`src/rtl/fb_defines.svh`:
```
// Framebuffer readout widths
// Bus, address, pixel and count sizes shared by the readout blocks
`ifndef FB_DEFINES_SVH
`define FB_DEFINES_SVH

// Width of one memory beat in bits
`define FB_STREAM_WIDTH 32

// Width of a byte address into the framebuffer
`define FB_ADDR_WIDTH 24

// Width of one stored pixel in RGB565
`define FB_PIXEL_WIDTH 16

// Width of the pixel count of one run
`define FB_COUNT_WIDTH 16

// Bytes covered by one memory line
`define FB_LINE_BYTES (`FB_STREAM_WIDTH / 8)

// Bytes taken by one stored pixel
`define FB_PIXEL_BYTES (`FB_PIXEL_WIDTH / 8)

// Pixels packed into one memory line
`define FB_PIXELS_PER_LINE (`FB_STREAM_WIDTH / `FB_PIXEL_WIDTH)

`endif

```
`src/rtl/framebufferPkg.sv`:
```
// Framebuffer readout types
// Memory line views and the expanded output pixel
`include "fb_defines.svh"

package framebufferPkg;

    ////////////////////
    // Memory line
    ////////////////////

    // One memory beat, seen either as the raw bus word or as its pixels
    // Pixel 0 sits in the low half and belongs to the lower address
    typedef union packed
    {
        logic [`FB_STREAM_WIDTH-1:0] raw;
        logic [`FB_PIXELS_PER_LINE-1:0][`FB_PIXEL_WIDTH-1:0] pixel;
    } memLine;

    ////////////////////
    // Output pixel
    ////////////////////

    // Expanded true color pixel, red in the top byte
    typedef struct packed
    {
        logic [7:0] red;
        logic [7:0] green;
        logic [7:0] blue;
    } rgb888;

endpackage

```
`src/rtl/ReadoutFetcher.sv`:
```
// Readout fetcher
// Turns a start strobe into line read addresses and one fetch request per pixel
`timescale 1ns/1ps
`include "fb_defines.svh"

module ReadoutFetcher
(
    input  logic                         aclk,
    input  logic                         resetn,

    // Run request
    input  logic                         start,
    input  logic [`FB_ADDR_WIDTH-1:0]    startAddr,
    input  logic [`FB_COUNT_WIDTH-1:0]   pixelCount,
    output logic                         idle,

    // Read address channel
    output logic                         arvalid,
    input  logic                         arready,
    output logic [`FB_ADDR_WIDTH-1:0]    araddr,

    // Per pixel fetch stream
    output logic                         fetchValid,
    input  logic                         fetchReady,
    output logic [`FB_ADDR_WIDTH-1:0]    fetchAddr,
    output logic                         fetchLast
);
    localparam int LINE_LSB = $clog2(`FB_LINE_BYTES);
    localparam int PIXEL_LSB = $clog2(`FB_PIXEL_BYTES);

    // Line address of the final pixel of the run
    logic [`FB_ADDR_WIDTH-1:0]  lastLine;
    // Pixels still to come after the one on fetchAddr
    logic [`FB_COUNT_WIDTH-1:0] remaining;

    logic                       accept;
    logic [`FB_ADDR_WIDTH-1:0]  firstPixel;
    logic [`FB_ADDR_WIDTH-1:0]  lastPixel;

    // The readout is busy as long as either counter still has work
    assign idle = !fetchValid && !arvalid;

    // An empty run is ignored
    assign accept = idle && start && (pixelCount != '0);

    always_comb
    begin
        // Drop the byte offset inside a pixel
        firstPixel = startAddr;
        firstPixel[PIXEL_LSB-1:0] = '0;
        // Step over count - 1 pixels to reach the final one
        lastPixel = firstPixel
            + (`FB_ADDR_WIDTH'(pixelCount - 1'b1) << PIXEL_LSB);
    end

    ////////////////////
    // Line counter
    ////////////////////

    // Walks the lines from the start line through the last line, independent of
    // the fetches, so reads can run ahead of the pixel stream
    always_ff @(posedge aclk)
    begin
        if (!resetn)
        begin
            arvalid <= 1'b0;
        end
        else if (accept)
        begin
            arvalid <= 1'b1;
            araddr <= {firstPixel[`FB_ADDR_WIDTH-1:LINE_LSB], {LINE_LSB{1'b0}}};
            lastLine <= {lastPixel[`FB_ADDR_WIDTH-1:LINE_LSB], {LINE_LSB{1'b0}}};
        end
        else if (arvalid && arready)
        begin
            if (araddr == lastLine)
            begin
                // Final line handed to memory
                arvalid <= 1'b0;
            end
            else
            begin
                araddr <= araddr + `FB_ADDR_WIDTH'(`FB_LINE_BYTES);
            end
        end
    end

    ////////////////////
    // Pixel counter
    ////////////////////

    // One fetch per pixel, the last one flagged
    always_ff @(posedge aclk)
    begin
        if (!resetn)
        begin
            fetchValid <= 1'b0;
            fetchLast <= 1'b0;
        end
        else if (accept)
        begin
            fetchValid <= 1'b1;
            fetchAddr <= firstPixel;
            fetchLast <= (pixelCount == `FB_COUNT_WIDTH'(1));
            remaining <= pixelCount - 1'b1;
        end
        else if (fetchValid && fetchReady)
        begin
            if (fetchLast)
            begin
                // Run done, idle follows on the next cycle
                fetchValid <= 1'b0;
                fetchLast <= 1'b0;
            end
            else
            begin
                fetchAddr <= fetchAddr + `FB_ADDR_WIDTH'(`FB_PIXEL_BYTES);
                remaining <= remaining - 1'b1;
                fetchLast <= (remaining == `FB_COUNT_WIDTH'(1));
            end
        end
    end

    // Memory only ever sees whole lines
    assert property (@(posedge aclk) disable iff (!resetn)
        arvalid |-> (araddr[LINE_LSB-1:0] == '0));

endmodule

```
`src/rtl/FramebufferSerializer.sv`:
```
// Framebuffer serializer
// Serves pixel fetches from a one-line cache or from the next memory beat
`timescale 1ns/1ps
`include "fb_defines.svh"

module FramebufferSerializer import framebufferPkg::*;
(
    input  logic                         aclk,
    input  logic                         resetn,

    // Fetch requests
    input  logic                         fetchValid,
    output logic                         fetchReady,
    input  logic [`FB_ADDR_WIDTH-1:0]    fetchAddr,
    input  logic                         fetchLast,

    // Read data channel
    input  logic                         rvalid,
    output logic                         rready,
    input  logic [`FB_STREAM_WIDTH-1:0]  rdata,

    // Pixel fragments
    output logic                         fragValid,
    input  logic                         fragReady,
    output logic [`FB_PIXEL_WIDTH-1:0]   fragData,
    output logic [`FB_ADDR_WIDTH-1:0]    fragAddr,
    output logic                         fragLast
);
    localparam int LINE_LSB = $clog2(`FB_LINE_BYTES);
    localparam int PIXEL_LSB = $clog2(`FB_PIXEL_BYTES);
    localparam int TAG_WIDTH = `FB_ADDR_WIDTH - LINE_LSB;
    localparam int POS_WIDTH = LINE_LSB - PIXEL_LSB;

    ////////////////////
    // Cache and skid
    ////////////////////

    // Last line read from memory and the line address it belongs to
    memLine                     cacheLine;
    logic [TAG_WIDTH-1:0]       cacheTag;
    logic                       cacheTagValid;

    // Fetch parked while the output or the memory stalls
    logic                       skid;
    logic [`FB_ADDR_WIDTH-1:0]  skidAddr;
    logic                       skidLast;

    // Incoming beat, decoded as pixels
    memLine                     beat;

    // Request under service this cycle
    logic                       reqValid;
    logic [`FB_ADDR_WIDTH-1:0]  reqAddr;
    logic                       reqLast;
    logic [TAG_WIDTH-1:0]       reqTag;
    logic [POS_WIDTH-1:0]       reqPos;

    logic                       hit;
    logic                       beatReady;
    logic                       outFree;
    logic                       serve;

    always_comb
    begin
        beat.raw = rdata;
    end

    // New fetches are taken only while nothing waits in the skid register
    assign fetchReady = !skid;

    // A parked fetch has priority over the fetch port
    assign reqValid = skid || fetchValid;
    assign reqAddr = skid ? skidAddr : fetchAddr;
    assign reqLast = skid ? skidLast : fetchLast;
    assign reqTag = reqAddr[`FB_ADDR_WIDTH-1:LINE_LSB];
    assign reqPos = reqAddr[LINE_LSB-1:PIXEL_LSB];

    assign hit = cacheTagValid && (cacheTag == reqTag);

    // While rready is high the beat on rdata is the one already captured and
    // being popped, so a second miss in that cycle has to wait a bubble
    assign beatReady = rvalid && !rready;

    // The fragment register can load when empty or when its content leaves now
    assign outFree = !fragValid || fragReady;

    assign serve = reqValid && outFree && (hit || beatReady);

    always_ff @(posedge aclk)
    begin
        if (!resetn)
        begin
            fragValid <= 1'b0;
            fragLast <= 1'b0;
            rready <= 1'b0;
            skid <= 1'b0;
            cacheTagValid <= 1'b0;
        end
        else
        begin
            // rready is a single cycle pulse that pops a captured beat
            rready <= 1'b0;

            if (serve)
            begin
                skid <= 1'b0;
                fragValid <= 1'b1;
                fragAddr <= reqAddr;
                fragLast <= reqLast;

                if (hit)
                begin
                    fragData <= cacheLine.pixel[reqPos];
                end
                else
                begin
                    // Fast fetch
                    // Take the pixel straight from rdata and pop the beat next cycle
                    fragData <= beat.pixel[reqPos];
                    cacheLine.raw <= rdata;
                    cacheTag <= reqTag;
                    rready <= 1'b1;
                end

                // Forget the line after the last pixel so the next run misses first
                cacheTagValid <= !reqLast;
            end
            else
            begin
                // The old fragment leaves or the register was already empty
                if (outFree)
                begin
                    fragValid <= 1'b0;
                end

                // Park a fetch that could not be served this cycle
                if (!skid && fetchValid)
                begin
                    skid <= 1'b1;
                    skidAddr <= fetchAddr;
                    skidLast <= fetchLast;
                end
            end
        end
    end

    ////////////////////
    // Checks
    ////////////////////

    // A parked fetch only produces a fragment once its data is at hand
    assert property (@(posedge aclk) disable iff (!resetn)
        (skid && !hit && !rvalid) |=> !$rose(fragValid));

    // Every popped beat is followed by at least one cycle without rready
    assert property (@(posedge aclk) disable iff (!resetn)
        rready |=> !rready);

endmodule

```
`src/rtl/PixelFormatter.sv`:
```
// Pixel formatter
// Expands RGB565 fragments to RGB888 in a one-entry output register
`timescale 1ns/1ps
`include "fb_defines.svh"

module PixelFormatter import framebufferPkg::*;
(
    input  logic                         aclk,
    input  logic                         resetn,

    // Fragments from the serializer
    input  logic                         fragValid,
    output logic                         fragReady,
    input  logic [`FB_PIXEL_WIDTH-1:0]   fragData,
    input  logic [`FB_ADDR_WIDTH-1:0]    fragAddr,
    input  logic                         fragLast,

    // Pixel output
    output logic                         pixValid,
    input  logic                         pixReady,
    output rgb888                        pixColor,
    output logic [`FB_ADDR_WIDTH-1:0]    pixAddr,
    output logic                         pixLast
);
    // Expanded color of the incoming fragment
    rgb888 expanded;

    // Each field is shifted up and its top bits refill the low bits,
    // so full scale maps to 8'hff and zero stays zero
    always_comb
    begin
        expanded.red = {fragData[15:11], fragData[15:13]};
        expanded.green = {fragData[10:5], fragData[10:9]};
        expanded.blue = {fragData[4:0], fragData[4:2]};
    end

    // Ready when empty or when the held pixel is taken this cycle
    assign fragReady = !pixValid || pixReady;

    always_ff @(posedge aclk)
    begin
        if (!resetn)
        begin
            pixValid <= 1'b0;
            pixLast <= 1'b0;
        end
        else if (fragReady)
        begin
            pixValid <= fragValid;
            if (fragValid)
            begin
                pixColor <= expanded;
                pixAddr <= fragAddr;
                pixLast <= fragLast;
            end
        end
    end

    ////////////////////
    // Checks
    ////////////////////

    // A stalled pixel keeps color, address and last flag until it is taken
    assert property (@(posedge aclk) disable iff (!resetn)
        (pixValid && !pixReady) |=> (pixValid && $stable(pixColor)
            && $stable(pixAddr) && $stable(pixLast)));

endmodule

```
`src/rtl/FramebufferReadout.sv`:
```
// Framebuffer readout top level
// Fetcher, serializer and formatter between the memory ports and the pixel stream
`timescale 1ns/1ps
`include "fb_defines.svh"

module FramebufferReadout import framebufferPkg::*;
(
    input  logic                         aclk,
    input  logic                         resetn,

    // Run request
    input  logic                         start,
    input  logic [`FB_ADDR_WIDTH-1:0]    startAddr,
    input  logic [`FB_COUNT_WIDTH-1:0]   pixelCount,
    output logic                         idle,

    // Read address channel
    output logic                         arvalid,
    input  logic                         arready,
    output logic [`FB_ADDR_WIDTH-1:0]    araddr,

    // Read data channel
    input  logic                         rvalid,
    output logic                         rready,
    input  logic [`FB_STREAM_WIDTH-1:0]  rdata,

    // Pixel output
    output logic                         pixValid,
    input  logic                         pixReady,
    output rgb888                        pixColor,
    output logic [`FB_ADDR_WIDTH-1:0]    pixAddr,
    output logic                         pixLast
);
    // Fetch stream between fetcher and serializer
    logic                       fetchValid;
    logic                       fetchReady;
    logic [`FB_ADDR_WIDTH-1:0]  fetchAddr;
    logic                       fetchLast;

    // Raw pixel stream between serializer and formatter
    logic                       fragValid;
    logic                       fragReady;
    logic [`FB_PIXEL_WIDTH-1:0] fragData;
    logic [`FB_ADDR_WIDTH-1:0]  fragAddr;
    logic                       fragLast;

    ReadoutFetcher u_fetcher
    (
        .aclk       (aclk),
        .resetn     (resetn),
        .start      (start),
        .startAddr  (startAddr),
        .pixelCount (pixelCount),
        .idle       (idle),
        .arvalid    (arvalid),
        .arready    (arready),
        .araddr     (araddr),
        .fetchValid (fetchValid),
        .fetchReady (fetchReady),
        .fetchAddr  (fetchAddr),
        .fetchLast  (fetchLast)
    );

    FramebufferSerializer u_serializer
    (
        .aclk       (aclk),
        .resetn     (resetn),
        .fetchValid (fetchValid),
        .fetchReady (fetchReady),
        .fetchAddr  (fetchAddr),
        .fetchLast  (fetchLast),
        .rvalid     (rvalid),
        .rready     (rready),
        .rdata      (rdata),
        .fragValid  (fragValid),
        .fragReady  (fragReady),
        .fragData   (fragData),
        .fragAddr   (fragAddr),
        .fragLast   (fragLast)
    );

    PixelFormatter u_formatter
    (
        .aclk       (aclk),
        .resetn     (resetn),
        .fragValid  (fragValid),
        .fragReady  (fragReady),
        .fragData   (fragData),
        .fragAddr   (fragAddr),
        .fragLast   (fragLast),
        .pixValid   (pixValid),
        .pixReady   (pixReady),
        .pixColor   (pixColor),
        .pixAddr    (pixAddr),
        .pixLast    (pixLast)
    );

endmodule

```
`config.mk`:
```
export PLATFORM = sky130hd
export DESIGN_NAME = FramebufferReadout
export DESIGN_NICKNAME = d
export VERILOG_FILES = /design/src/rtl/framebufferPkg.sv /design/src/rtl/ReadoutFetcher.sv /design/src/rtl/FramebufferSerializer.sv /design/src/rtl/PixelFormatter.sv /design/src/rtl/FramebufferReadout.sv
export VERILOG_INCLUDE_DIRS = /design/src /design/src/rtl
export SDC_FILE = /design/constraint.sdc
export NUM_CORES = 1
export LEC_CHECK = 0
export BUFFER_PORTS_ARGS = -buffer_cell sky130_fd_sc_hd__buf_4
export CORE_MARGIN = 10
export CORE_UTILIZATION = 53
export CTS_BUF_LIST = sky130_fd_sc_hd__clkbuf_16
export CTS_CLUSTER_SIZE = 8
export DETAILED_ROUTE_END_ITERATION = 12
export GPL_ROUTABILITY_DRIVEN = 1
export GPL_TIMING_DRIVEN = 0
export PLACE_DENSITY_LB_ADDON = 0.15
export SLEW_MARGIN = 10
export SYNTH_ARGS = -nofsm -noshare
export SYNTH_HDL_FRONTEND = slang
export SYNTH_SLANG_ARGS = --single-unit
```
`constraint.sdc`:
```
create_clock -name aclk -period 4.1 [get_ports aclk]
set_input_delay 0.615 -clock aclk [delete_from_list [all_inputs] [get_ports aclk]]
set_output_delay 0.615 -clock aclk [all_outputs]
set_load 0.02 [all_outputs]
```
==> summary.md <==
| Metric | Value |
|---|---|
| Routed wire length | 27.5 mm |
| CORE AREA | 22000 um^2 |
| Synth Flop Type | edfxtp_1 |
| Num ports | 155 |
| Critical path's slowest cell | o311ai_0 |
| Wirelength per Cell | 18.9 um |
| Starting Density | 54.4% |
| Critical path capture point type | register |
| CP bufs+invs | 2 |
| Rows | 54 |
| Number of flops mapped to enable cells by yosys | 239 |
| Chip height | 170 um |
| DRT iter0 DRCs | 520 |
| Routability Congestion | 0.895 |
| Setup violators final | 0 |
| Clock Skew | 0.0153 ns |
| Clk Latency, worst-skew pair | 0.51 ns |
| CP Launch Type | input pin |
| Highest Clock Rate | 0.259 GHz |
| DRC violations left | 0 |
| Asr flop ratio synth | 0% |
| CTS tree | built |
| Max Root-Sink Buffers | 3 |
| TritonCTS Buffers | 37 |
| Worst slew margin | 44.1% |
| Ys Warns | 0 |
| Nets | 1268 |
| Area growth, synth to finish | 22.7% |
| Die ar. | 28900 um^2 |
| Vias in the first global route | 8140 |
| CP Data Arrival Time | 4.17 ns |
| Average size of a mapped cell | 12.4 um^2 |
| DP HPWL | 20.3 mm |
| Gr ovfl total | 0 |
| Final worst-path cycle share | 94.2% |
| Peak VDD IR | 0.223 mV |
| First-pass GRT wire length | 43.2 mm |
| Mapped Area | 11900 um^2 |
| Cells after synthesis | 962 |
| Worst-Margin Slew | 0.828 ns |
| Pwr Density | 447 nW/um^2 |
| CP top delay family | compound AO/OA/AOI/OAI gates |
| Die X | 170 um |
| Max_cap viols | 0 |
| GR Util All Layers | 18.7% |
| Largest net degree at the start of global routing | 33 |
| Setup TNS | 0 ns |
| Hold_sp | rdata[2] |
| Port bufs | 150 |
| First-pass DRT Iterations | 6 |
| Worst R2R Start | u_serializer.skid |
| FF-to-FF End | u_serializer.skidAddr[13] |
| CTS Sinks | 249 |
| CP peak stage delay | 0.73 ns |
| Max FO, Critical Path | 7 |
| ANT cells | 0 |
| Final Util | 66.7% |
| Static Leak | 5.48 nW |
| RSZ-0062 raised after global routing | no |
| WHS Endpoint | u_serializer.cacheLine[2] |
| CP required | 4.40 ns |
| Post-CTS Hold Buffers | 0 |
| Share of cells above drive strength 1 | 22.4% |
| Crit path cell chain | buf_4, or4_4, nand2b_1, nor4_1, xor2_1, ha_1, clkbuf_1, o211ai_1, o311ai_0, a311o_1, nor4_1, a211oi_1 |
| Vias | 8023 |
| Number of synthesized register bits | 249 |
| CP most frequent cell | nor4_1 |
| Final hold violation count | 0 |
| Htree depth | 2 |
| Depth of the worst hold-timing path | 1 |
| Hold Crit Class | input pin to register |
| R2R depth | 10 |
| CTS root buf | clkbuf_16 |
| Fillers | 1597 |
| Vias per cell | 5.50 |
| Clock Pin Slew Worst Setup and Hold Paths | 0.05 ns |
| Min Clock Period, post-route | 3.86 ns |
| Initial antenna violation count | 0 |
| Post-synthesis sequential area ratio | 61.8% |
| Reg-to-reg slack, setup | 0.81 ns |
| Status | complete, no violations |
| Antenna viol nets, final | 0 |
| Distinct cell type count after synthesis | 58 |
| Max-slew violations | 0 |
| Worst setup path category | input pin to register |
==> worst max-delay path by stage <==
stage | start | slack (ns) | to | cells after the start
floorplan | pixelCount[7] | 0.22 | u_fetcher.fetchAddr[10] | 8
global placement | u_serializer.skid | -1.15 | u_serializer.fragAddr[17] | 8
detailed placement | pixelCount[7] | -0.41 | u_fetcher.lastLine[23] | 14
CTS | pixelCount[7] | 0.12 | u_fetcher.lastLine[23] | 14
global route | pixelCount[9] | 0.01 | u_fetcher.lastLine[23] | 14
finish | pixelCount[7] | 0.24 | u_fetcher.lastLine[21] | 12
==> report_power, final <==
group	internal (mW)	switching, mW	leakage, nW
registers	2.98	0.0913	2.27
clock network	1.65	1.04	0.569
logic	0.327	0.454	2.64
total	4.96	1.59	5.48
==> placed cells by master (no fill, tap or decap), types with 3 or more instances in the layout <==
cell	count
buf_6	6
nor2b_1	14
and3_1	9
o21ai_1	5
nand4_1	18
edfxtp_1	239
inv_1	32
nand2b_1	10
nand2_1	88
a21oi_1	60
nor3_1	13
clkbuf_16	38
nand3_1	62
mux2i_1	7
xnor2_1	64
and4_1	5
buf_12	3
nor4_1	14
xor2_1	61
buf_2	15
o21a_1	5
conb_1	3
o21ai_0	27
dfxtp_1	10
ha_1	28
o21bai_1	5
buf_4	163
nor2_1	66
mux2_2	20
clkbuf_1	12
a21o_1	24
a31oi_1	6
==> per-layer routing <==
metal  part of all wire [%]  vias up  GRT usage (%)
met1                     43     3780           23.9
met2                     46      264           29.7
met3                    8.0       49           5.11
met5                      0        -              0
li1                       -     3930              -
met4                    2.8        0           7.06
==> flip-flops by register name (all words and copies together) (netlist names), 16 cells and up <==
name,flops
u_serializer.cacheLine,32
u_fetcher.fetchAddr,23
u_formatter.pixAddr,23
u_serializer.fragAddr,23
u_serializer.skidAddr,23
u_fetcher.araddr,22
u_fetcher.lastLine,22
u_serializer.cacheTag,22
u_fetcher.remaining,16
u_formatter.pixColor,16
u_serializer.fragData,16
==> cell usage after synthesis, types with 17 or more instances <==
| cell type | instances | area share [%] |
|---|---|---|
| nand2_1 | 88 | 2.8 |
| ha_1 | 28 | 2.9 |
| a21o_1 | 24 | 1.5 |
| a21oi_1 | 62 | 2.6 |
| inv_1 | 17 | 0.53 |
| edfxtp_1 | 239 | 60 |
| o21ai_0 | 27 | 1.1 |
| xor2_1 | 61 | 4.5 |
| nor2_1 | 69 | 2.2 |
| nand3_1 | 62 | 2.6 |
| nand4_1 | 18 | 0.94 |
| mux2_2 | 20 | 1.9 |
| xnor2_1 | 64 | 4.7 |
==> cell type report <==
class	instances	area, um^2	share of cell area, %
flip-flops and latches	249	7380	50.4
multi-input cells	655	4290	29.3
repair buffers	158	1260	8.59
clock buffers	38	951	6.49
well taps	280	350	2.39
plain buffers	43	255	1.74
clock inverters	18	101	0.692
inverters	17	63.8	0.436
==> per-stage QoR <==
stage | std cells | area [um^2] | power (mW) | setup slack [ns] | hold slack, ns
CTS | 1458 | 14600 | 6.60 | 0.125 | 0.268
floorplan | 964 | 11900 | 3.59 | 0.224 | 0.400
finish | 1458 | 14700 | 6.54 | 0.238 | 0.285
global placement | 1394 | 13400 | 3.85 | -1.15 | 0.401
global route | 1458 | 14700 | 6.80 | 0.0143 | 0.274
detailed placement | 1402 | 13600 | 3.89 | -0.406 | 0.405
==> kinds of logic (layout without fill, tap and decap cells) <==
kind of cell	Yosys count	after routing	share of synthesized area, %
AOI/OAI and AO/OA	154	154	7.81
DFF	249	249	61.8
other	1	3	0.0314
adders and majority gates	29	29	3.10
and+or+nand+nor	317	317	12.9
muxes	27	27	2.47
xor gates and xnor gates	125	125	9.17
buffers and inverters	60	274	2.67
==> what timing repair did <==
item	4_1_cts	5_1_grt
endpoints found under the setup margin	0	1
gates resized for setup	0	2
buffers inserted	0	0
No activity file was read; power rests on OpenSTA's default activity.
